**src/ig_cfg.svh**
```systemverilog
`ifndef IG_CFG_SVH
`define IG_CFG_SVH

// ----------------------------------------------------------------------
// frame geometry
// ----------------------------------------------------------------------

// pixels per row
`define IG_COLS 256

// rows per frame, power of two
`define IG_ROWS 256

// ----------------------------------------------------------------------
// sample and bus widths
// ----------------------------------------------------------------------

// greyscale sample
`define IG_PIX_W 8

// must cover IG_ROWS * IG_COLS
`define IG_ADDR_W 16

`endif
```
**src/ig_pix_pkg.sv**
```systemverilog
`default_nettype none

`include "ig_cfg.svh"

package ig_pix_pkg;

    // unsigned greyscale sample
    typedef logic [`IG_PIX_W-1:0] pix_t;

    // linear raster address, shared by both memories
    typedef logic [`IG_ADDR_W-1:0] addr_t;

    // image read sequencer
    typedef enum logic [1:0] {
        fetch_idle,
        fetch_read,
        fetch_finished
    } fetch_state_t;

endpackage

`default_nettype wire

```
**src/ig_grad_pkg.sv**
```systemverilog
`default_nettype none

`include "ig_cfg.svh"

package ig_grad_pkg;

    // two extra bits so -255..+255 fits
    typedef logic signed [`IG_PIX_W+1:0] grad_comp_t;

    // memory word, gx in the upper half
    typedef struct packed {
        grad_comp_t gx;
        grad_comp_t gy;
    } grad_word_t;

    // one result on its way to the write port
    typedef struct packed {
        ig_pix_pkg::addr_t addr;
        grad_word_t        word;
    } grad_beat_t;

    // line buffer sequencer
    typedef enum logic [1:0] {
        calc_fill,
        calc_run,
        calc_flush,
        calc_finished
    } calc_state_t;

endpackage

`default_nettype wire

```
**src/ig.sv**
```systemverilog
`timescale 1ns/10ps
`default_nettype none

module ig (
    input  logic                    clk,
    input  logic                    reset,
    output logic                    img_rd,
    output ig_pix_pkg::addr_t       img_addr,
    input  ig_pix_pkg::pix_t        img_di,
    output logic                    grad_wr,
    output ig_pix_pkg::addr_t       grad_addr,
    output ig_grad_pkg::grad_word_t grad_do,
    output logic                    done
);

    import ig_pix_pkg::*;
    import ig_grad_pkg::*;

    // raster pixel stream
    logic       pix_valid;
    pix_t       pix;

    // gradient beats in address order
    logic       beat_valid;
    grad_beat_t beat;

    // ------------------------------------------------------------------
    // pipeline: fetch, line buffer, write port
    // ------------------------------------------------------------------

    img_fetch u_img_fetch (
        .clk       (clk),
        .reset     (reset),
        .img_rd    (img_rd),
        .img_addr  (img_addr),
        .img_di    (img_di),
        .pix_valid (pix_valid),
        .pix       (pix)
    );

    grad_calc u_grad_calc (
        .clk        (clk),
        .reset      (reset),
        .pix_valid  (pix_valid),
        .pix        (pix),
        .beat_valid (beat_valid),
        .beat       (beat)
    );

    grad_writeback u_grad_writeback (
        .clk        (clk),
        .reset      (reset),
        .beat_valid (beat_valid),
        .beat       (beat),
        .grad_wr    (grad_wr),
        .grad_addr  (grad_addr),
        .grad_do    (grad_do),
        .done       (done)
    );

endmodule

`default_nettype wire

```
**src/grad_writeback.sv**
```systemverilog
`timescale 1ns/10ps
`default_nettype none

`include "ig_cfg.svh"

module grad_writeback (
    input  logic                    clk,
    input  logic                    reset,
    input  logic                    beat_valid,
    input  ig_grad_pkg::grad_beat_t beat,
    output logic                    grad_wr,
    output ig_pix_pkg::addr_t       grad_addr,
    output ig_grad_pkg::grad_word_t grad_do,
    output logic                    done
);

    import ig_pix_pkg::*;

    localparam int LAST_ADDR = `IG_ROWS * `IG_COLS - 1;

    // writes already issued to the gradient memory
    addr_t wr_count;

    // ------------------------------------------------------------------
    // write port and completion
    // ------------------------------------------------------------------

    always_ff @(posedge clk) begin
        if (reset) begin
            grad_wr  <= 1'b0;
            wr_count <= '0;
            done     <= 1'b0;
        end else begin
            grad_wr <= beat_valid;
            if (grad_wr) begin
                wr_count <= wr_count + 1'b1;
                // sticky until the next reset
                if (wr_count == addr_t'(LAST_ADDR)) begin
                    done <= 1'b1;
                end
            end
        end
    end

    // address and data ride along with the strobe
    always_ff @(posedge clk) begin
        if (beat_valid) begin
            grad_addr <= beat.addr;
            grad_do   <= beat.word;
        end
    end

endmodule

`default_nettype wire

```
**src/grad_calc.sv**
```systemverilog
`timescale 1ns/10ps
`default_nettype none

`include "ig_cfg.svh"

module grad_calc (
    input  logic                    clk,
    input  logic                    reset,
    input  logic                    pix_valid,
    input  ig_pix_pkg::pix_t        pix,
    output logic                    beat_valid,
    output ig_grad_pkg::grad_beat_t beat
);

    import ig_pix_pkg::*;
    import ig_grad_pkg::*;

    localparam int COL_W    = $clog2(`IG_COLS);
    localparam int ROW_W    = $clog2(`IG_ROWS);
    localparam int LAST_COL = `IG_COLS - 1;
    localparam int LAST_ROW = `IG_ROWS - 1;

    calc_state_t      state;
    logic [COL_W-1:0] col;
    logic [COL_W-1:0] col_next;
    logic [ROW_W-1:0] row;
    logic             last_col;
    logic             last_row;
    logic             step;
    logic             emit;

    // previous row, slot c is overwritten once column c of the new row lands
    pix_t             line_buf [`IG_COLS];
    // previous row pixel above the current column
    pix_t             above_q;
    pix_t             right_pix;

    addr_t            out_addr;
    grad_comp_t       gx;
    grad_comp_t       gy;

    // zero-extend both samples before subtracting
    function automatic grad_comp_t diff(input pix_t a, input pix_t b);
        grad_comp_t ea;
        grad_comp_t eb;
        ea = grad_comp_t'({2'b00, a});
        eb = grad_comp_t'({2'b00, b});
        return ea - eb;
    endfunction

    assign last_col  = (col == COL_W'(LAST_COL));
    assign last_row  = (row == ROW_W'(LAST_ROW));
    // wraps to column 0 on the last column
    assign col_next  = col + 1'b1;
    assign right_pix = line_buf[col_next];

    // column advances on every pixel, and on every cycle of the flush
    assign step = (pix_valid && (state == calc_fill || state == calc_run))
                  || (state == calc_flush);
    assign emit = (pix_valid && state == calc_run) || (state == calc_flush);

    // ------------------------------------------------------------------
    // sequencer
    // ------------------------------------------------------------------

    always_ff @(posedge clk) begin
        if (reset) begin
            state <= calc_fill;
            col   <= '0;
            row   <= '0;
        end else begin
            if (step) begin
                col <= col_next;
                if (last_col) begin
                    row <= row + 1'b1;
                end
            end
            case (state)
                calc_fill: begin
                    if (pix_valid && last_col) begin
                        state <= calc_run;
                    end
                end
                calc_run: begin
                    if (pix_valid && last_col && last_row) begin
                        state <= calc_flush;
                    end
                end
                calc_flush: begin
                    if (last_col) begin
                        state <= calc_finished;
                    end
                end
                default: begin
                    state <= calc_finished;
                end
            endcase
        end
    end

    // ------------------------------------------------------------------
    // line buffer and differences
    // ------------------------------------------------------------------

    always_ff @(posedge clk) begin
        if (pix_valid) begin
            line_buf[col] <= pix;
        end
        // on the last column this picks up column 0 of the row just stored
        if (step) begin
            above_q <= right_pix;
        end
    end

    always_comb begin
        if (last_col) begin
            gx = '0;
        end else begin
            gx = diff(right_pix, above_q);
        end
        // last row has nothing below it
        if (state == calc_flush) begin
            gy = '0;
        end else begin
            gy = diff(pix, above_q);
        end
    end

    // ------------------------------------------------------------------
    // output beat
    // ------------------------------------------------------------------

    always_ff @(posedge clk) begin
        if (reset) begin
            beat_valid <= 1'b0;
            out_addr   <= '0;
        end else begin
            beat_valid <= emit;
            if (emit) begin
                out_addr <= out_addr + 1'b1;
            end
        end
    end

    always_ff @(posedge clk) begin
        if (emit) begin
            beat.addr    <= out_addr;
            beat.word.gx <= gx;
            beat.word.gy <= gy;
        end
    end

endmodule

`default_nettype wire

```
**src/img_fetch.sv**
```systemverilog
`timescale 1ns/10ps
`default_nettype none

`include "ig_cfg.svh"

module img_fetch (
    input  logic              clk,
    input  logic              reset,
    output logic              img_rd,
    output ig_pix_pkg::addr_t img_addr,
    input  ig_pix_pkg::pix_t  img_di,
    output logic              pix_valid,
    output ig_pix_pkg::pix_t  pix
);

    import ig_pix_pkg::*;

    localparam int LAST_ADDR = `IG_ROWS * `IG_COLS - 1;

    fetch_state_t state;

    // ------------------------------------------------------------------
    // read sequencer
    // ------------------------------------------------------------------

    // one read per cycle for the whole time we are in read
    assign img_rd = (state == fetch_read);

    always_ff @(posedge clk) begin
        if (reset) begin
            state    <= fetch_idle;
            img_addr <= '0;
        end else begin
            case (state)
                fetch_idle: begin
                    state <= fetch_read;
                end
                fetch_read: begin
                    if (img_addr == addr_t'(LAST_ADDR)) begin
                        state <= fetch_finished;
                    end else begin
                        img_addr <= img_addr + 1'b1;
                    end
                end
                fetch_finished: begin
                    // frame fully requested, wait for reset
                    state <= fetch_finished;
                end
                default: begin
                    state <= fetch_idle;
                end
            endcase
        end
    end

    // ------------------------------------------------------------------
    // return path
    // ------------------------------------------------------------------

    // memory answers one cycle after the request
    always_ff @(posedge clk) begin
        if (reset) begin
            pix_valid <= 1'b0;
        end else begin
            pix_valid <= img_rd;
        end
    end

    // data is only meaningful alongside pix_valid
    assign pix = img_di;

endmodule

`default_nettype wire

```
**config.mk**
```make
export PLATFORM = sky130hd
export DESIGN_NAME = ig
export DESIGN_NICKNAME = d
export VERILOG_FILES = /design/src/ig_pix_pkg.sv /design/src/ig_grad_pkg.sv /design/src/ig.sv /design/src/grad_writeback.sv /design/src/grad_calc.sv /design/src/img_fetch.sv
export VERILOG_INCLUDE_DIRS = /design/src
export SDC_FILE = /design/constraint.sdc
export NUM_CORES = 2
export LEC_CHECK = 0
export BUFFER_PORTS_ARGS = -buffer_cell sky130_fd_sc_hd__clkbuf_2
export CAP_MARGIN = 20
export CELL_PAD_IN_SITES_DETAIL_PLACEMENT = 1
export CELL_PAD_IN_SITES_GLOBAL_PLACEMENT = 1
export CORE_MARGIN = 10
export CORE_UTILIZATION = 40
export CTS_BUF_LIST = sky130_fd_sc_hd__clkbuf_8
export CTS_CLUSTER_DIAMETER = 60
export DETAILED_ROUTE_END_ITERATION = 8
export PLACE_DENSITY = 0.67
export SYNTH_ARGS = -nofsm -noshare
export SYNTH_HDL_FRONTEND = slang
export SYNTH_HIERARCHICAL = 1
export SYNTH_SLANG_ARGS = --single-unit
export TNS_END_PERCENT = 50
```
**constraint.sdc**
```tcl
create_clock -name clk -period 4.8 [get_ports clk]
set_input_delay 1.44 -clock clk [delete_from_list [all_inputs] [get_ports clk]]
set_output_delay 1.44 -clock clk [all_outputs]
set_load 0.01 [all_outputs]
```
# == Word level (Yosys, flattened, before mapping) ==
# Memories as Yosys holds them, arrays and structs flattened.
# Index checks and enable logic that the tools add are counted.
# word_totals
inputBits,10
mem_bits_ro,0
elab_cells,60
latchBits,0
output_inout_bits,55
memories,1
register_bits,152
ramBits,2048
# mem_list
name,words,width,read_ports,rd_clocked_by_memory_dff,wr,line,text
u_grad_calc.line_buf,256,8,1,0,1,grad_calc.sv:33,pix_t line_buf [`IG_COLS];
# op_classes
n_bitwise,1
n_shift,0
mul,0
n_div,0
add_sub_neg,7
mux,8
eq_ne,12
n_lt_le_gt_ge,0
reduce_logical,13
# ops
operator,count
"16-bit by 1-bit adder with 16-bit output, second input constant",3
"16-bit == test, second input constant",2
8-bit by 8-bit subtractor with 9-bit output,2
"8-bit by 1-bit adder with 8-bit output, second input constant",2
"8-bit == test, second input constant",2
2-bit case mux with 3 select lines,2
2-bit two-way mux,4
2-bit AND reduction,3
"2-bit by 1-bit == test with 1-bit output, second input constant",2
"2-bit == test, second input constant",2
1-bit logical AND,4
2-bit zero test,2
"2-bit by 1-bit != test with 1-bit output, second input constant",2
"2-bit != test, second input constant",2
1-bit logical OR,3
3-bit AND reduction,1
1-bit two-way mux,2
1-bit inverter,1

# == Longest topological paths before layout ==
# depth
ltp_word,5
mapped_depth,25
mapped_depth_nobuf,19

# == Hierarchy ==
# Netlist, hierarchy kept.
# by_module_without_submodules
mod,cells_per_inst,n_inst,area_each_um2,seq_area_each_um2
grad_calc,3626,1,82300.2,63460.9
grad_writeback,126,1,1920.6,1441.4
img_fetch,112,1,1041.0,380.4

# == Least setup slack after synthesis ==
# No wires, ideal clock.
# synth_timing
path_kind,reg2reg
start,register u_grad_calc.col[0]
end,register u_grad_calc/beat[17] (netlist name)
synth_period_minus_slack_ps,5202
path_buffers,7
t_required_ps,4531
path_slack_ps,-402
arrival_ps,4933
stages_incl_launch_ff,23
setup_time_ps,269
cell_sequence,dfxtp_1 buf_2 buf_4 buf_6 inv_2 ha_1 buf_2 buf_2 buf_1 clkbuf_1 mux4_2 mux4_2 a221oi_1 o221ai_1 ha_1 nor2b_1 o21ai_0 a21boi_0 o21ai_0 a21oi_1 o21ai_0 nand3_1 nor3b_1
# synth_via
elab_chain_cells,3
elab_cells_between_ends,4
cone_classes,2 x add/sub; 1 x eq/ne; 1 x memory
# synth_rtl
item,line,text
"start, declared",grad_calc.sv:24,logic [COL_W-1:0] col;
"start signal, assigned",grad_calc.sv:73,col <= col_next;
8-bit by 1-bit adder with 8-bit output,grad_calc.sv:54,assign col_next = col + 1'b1;
via u_grad_calc.col_next[0],grad_calc.sv:25,logic [COL_W-1:0] col_next;
memory read 256 x 8 bit,n/a,
via u_grad_calc.right_pix[1],grad_calc.sv:36,pix_t right_pix;
8-bit by 8-bit subtractor with 9-bit output,grad_calc.sv:48,return ea - eb;
# The timed path passes the listed nets, and every way through them passes these cells.
# A chain may end at the register's enable or synchronous reset.

# == Final worst setup path ==
# layout_timing
start,register u_grad_calc.col[0]
end,register u_grad_calc/beat[17] (netlist name)
# layout_via
elab_chain_cells,3
elab_cells_between_ends,4
cone_classes,2 x add/sub; 1 x eq/ne; 1 x memory
# layout_rtl
item,line
8-bit by 1-bit adder with 8-bit output,grad_calc.sv:54
via u_grad_calc.col_next[0],grad_calc.sv:25
memory read 256 x 8 bit,n/a
via u_grad_calc.right_pix[6],grad_calc.sv:36
8-bit by 8-bit subtractor with 9-bit output,grad_calc.sv:48
# The timed path passes the listed nets, and every way through them passes these cells.

==> impl_metrics.py <==
metrics = {
    "run_status": {
        "outcome": "finished clean",
    },
    "grt": {
        "grt_pass1_vias": 44200,
        "use_met3_pct": 3.48,
        "met2_usage_pct": 29.9,
        "grt_usage_pct": 18.4,
        "antenna_found_initial": 6,
        "grt_max_degree": 151,
        "grt_pass1_wl_um": 317000,
        "gr-total-overflow": 0,
        "use_met1_pct": 25.5,
        "top_usage_layer": "met2",
    },
    "critical_path": {
        "crit_chain": "inv_2 > ha_4 > buf_4 > buf_12 > buf_16 > buf_12 > buf_4 > mux4_2 > mux4_2 > a22o_1 > a221oi_1 > buf_4 > o221ai_1 > ha_1 > o21ai_2 > a21oi_1 > nor3b_2",
        "start_kind": "flip-flop",
        "worstPathArrival_ps": 5440,
        "slowest_delay_ps": 520,
        "cp.depth": 17,
        "crit_fanout": 12,
        "crit_required_ps": 5540,
        "crit_type": "reg -> reg",
        "reg2regPathDepth": 17,
        "path_buf_inv": 7,
        "cpMaxStageDelayCell": "mux4_2",
        "worstSetupEndpointType": "flip-flop",
        "crit_path_frequent_cell": "buf_4",
        "crit_family": "compound AO/OA/AOI/OAI gates",
    },
    "sta": {
        "min_period_ps": 4700,
        "finalSetupTns_ps": 0,
        "worstMarginPinSlew_ps": 1150,
        "slew_headroom_pct": 23.0,
        "fmaxAchievable_mhz": 213,
        "finalClockSkew_ps": 65.0,
        "slew_violations": 0,
        "hold_viol": 0,
        "setup_viol": 0,
        "fin_ws_ps": 101,
        "period_share_pct": 97.9,
    },
    "pwr": {
        "power_leakage_nw": 31.0,
        "total_power_mw": 44.1,
        "max-vdd-ir-drop_mv": 0.294,
        "p_per_area_nw_per_um2": 447,
    },
    "synth": {
        "synth_area_per_cell_sq_um": 22.1,
        "synth-edff-count": 2126,
        "syn_area_sq_um": 85300,
        "async_reset_ff_share_pct": 0,
        "yosysTopAreaCell": "edfxtp_1",
        "postSynthCellCount": 3864,
        "synth_cell_type_count": 62,
        "ys.flop_type": "edfxtp_1",
        "synth.most_common_cell": "edfxtp_1",
        "synth_common_cells": "edfxtp_1, mux4_2, nor2_1",
        "ys_ff_latch": 2198,
        "syn_nets": 3903,
        "yosysSeqAreaShare_pct": 76.6,
        "synth.top_cell.area_share_pct": 74.9,
        "ys_warn_count": 6,
        "synthTopCellsByArea": "edfxtp_1, mux4_2, dfxtp_1",
    },
    "clocking": {
        "ctsLongestPathBuffers": 4,
        "clock_sinks": 2198,
        "cts_made_buffers": 374,
        "postCtsHoldBufs": 0,
        "cts_root_buf": "clkbuf_8",
        "cts_tree": "yes",
        "clkTransAtPathRegs_ps": 60,
        "worstSkewPairLatency_ps": 1050,
        "htree_num_levels": 5,
    },
    "die": {
        "rows": 169,
        "die_w_um": 482,
        "coreArea_sq_um": 212000,
        "num_io_pins": 65,
        "dieHeight_um": 482,
        "start_util_pct": 40.2,
        "dieArea_sq_um": 232000,
    },
    "placement": {
        "pre_cts_ws_ps": -129,
        "gp_routability_congestion": 0.807,
        "portBuffers": 64,
        "dp_hpwl_um": 138000,
    },
    "route": {
        "dr_total_vias": 42300,
        "drc": 0,
        "wl_per_cell_um": 29.1,
        "ant_nets": 0,
        "first_iter_violations": 4433,
        "first_pass_iters": 5,
        "vias_per_cell": 5.63,
        "totalWireLength_um": 219000,
    },
    "finish": {
        "finalNetCount": 4440,
        "syn2layout_area_growth_pct": 15.7,
        "regArea_sq_um": 65300,
        "drive_gt1_share_pct": 33.3,
        "nFillCells": 19300,
        "multi_input_area_sq_um": 19200,
    },
    "hold_path": {
        "hold-path-cell-count": 0,
        "hp-class": "reg -> reg",
    },
    "job": {
        "drv_cap": 0,
    },
}
==> cell type report <==
| type | count | share of cell area (%) |
|---|---|---|
| timing repair buffer | 379 | 3.88 |
| clock inverter | 269 | 1.30 |
| sequential | 2198 | 66.2 |
| tap | 2821 | 3.58 |
| multi-input combinational | 1412 | 19.5 |
| inverter | 36 | 0.137 |
| antenna | 2 | 0.00507 |
| clock buffer | 388 | 5.41 |
==> through the flow <==
step           area (sq um)  instances  hold WS, ps  utilization [%]
6_report              98600       7505          409             46.5
5_1_grt               98600       7504          410             46.5
4_1_cts               97700       7466          387             46.1
3_5_place_dp          91000       6806          406             42.9
3_3_place_gp          90900       6805          402             42.9
2_1_floorplan         85400       3864          400                -
==> what timing repair did <==
action	4_1_cts	5_1_grt
endpoints found under the hold margin	0	0
resized for setup	11	83
pin swaps	1	16
endpoints found under the setup margin	3	5
gates cloned	2	12
setup buffers	1	23
==> path summary, 6_finish.rpt <==
| kind | start | end | slack [ps] |
|---|---|---|---|
| hold reg to reg | u_grad_calc/beat[22] | u_grad_writeback/grad_addr[2] | 410 |
| setup reg to reg | u_grad_calc/col[0] | u_grad_calc/beat[17] | 100 |
| setup / recovery | u_grad_calc/col[0] | u_grad_calc/beat[17] | 100 |
| hold / removal | u_grad_calc/beat[22] | u_grad_writeback/grad_addr[2] | 410 |
==> power by group <==
group	leakage [nW]	switching, mW	internal, mW
logic	7.39	3.77	3.96
registers	19.7	0.0235	21.1
clock network	3.87	7.45	7.80
==> layout by cell type (no fill, tap or decap), types with 13 or more instances in the layout <==
master	instances
edfxtp_1	2126
mux4_2	640
clkbuf_8	388
nor2_1	337
buf_4	225
inv_1	158
clkinv_1	80
dfxtp_1	70
nand2_1	57
clkbuf_2	56
clkinv_2	48
buf_12	43
xnor2_1	26
a22oi_1	25
ha_1	25
nor3_1	24
nand3_1	23
a21oi_1	23
buf_6	21
xor2_1	20
nor2b_1	18
nand3_2	17
a22oi_2	15
o21ai_0	13
==> sequential cells by signal, indices dropped and copies added (netlist names) <==
| register | count |
|---|---|
| u_grad_writeback/grad_addr | 16 |
| u_grad_calc/above_q | 8 |
| u_grad_calc/col | 8 |
| u_grad_calc/out_addr | 16 |
| u_grad_writeback/grad_wr | 1 |
| u_grad_writeback/wr_count | 16 |
| u_img_fetch/pix_valid | 1 |
| u_grad_calc/line_buf | 2048 |
| u_grad_calc/state | 2 |
| u_grad_calc/row | 8 |
| u_img_fetch/state | 2 |
| u_grad_calc/beat | 34 |
| u_grad_calc/beat_valid | 1 |
| u_grad_writeback/grad_do | 20 |
| u_grad_writeback/done | 1 |
| u_img_fetch/img_addr | 16 |
==> worst register-to-register path: stages, from the launching register on <==
cell and delay (ps):
dfxtp_4 380, inv_2 60, ha_4 300, buf_4 130, buf_12 150, buf_16 190, buf_12 170, buf_4 160
mux4_2 360, mux4_2 520, a22o_1 280, a221oi_1 400, buf_4 230, o221ai_1 290, ha_1 480, o21ai_2 80
a21oi_1 180, nor3b_2 70
==> logic make-up after synthesis <==
kind of cell	share of synthesized area, %
DFF	76.6
buffers and inverters	1.37
muxes	17.0
xor gates and xnor gates	0.493
adders and majority gates	0.443
AOI/OAI and AO/OA	1.24
and+or+nand+nor	2.88
==> metal layers <==
metal  vias up  wire length, um
met3       344            15900
met5         -                0
met4         0             5850
li1      17300                -
met1     22900            90300
met2      1665           107000
Note: power is estimated with default switching activity, not from simulation.
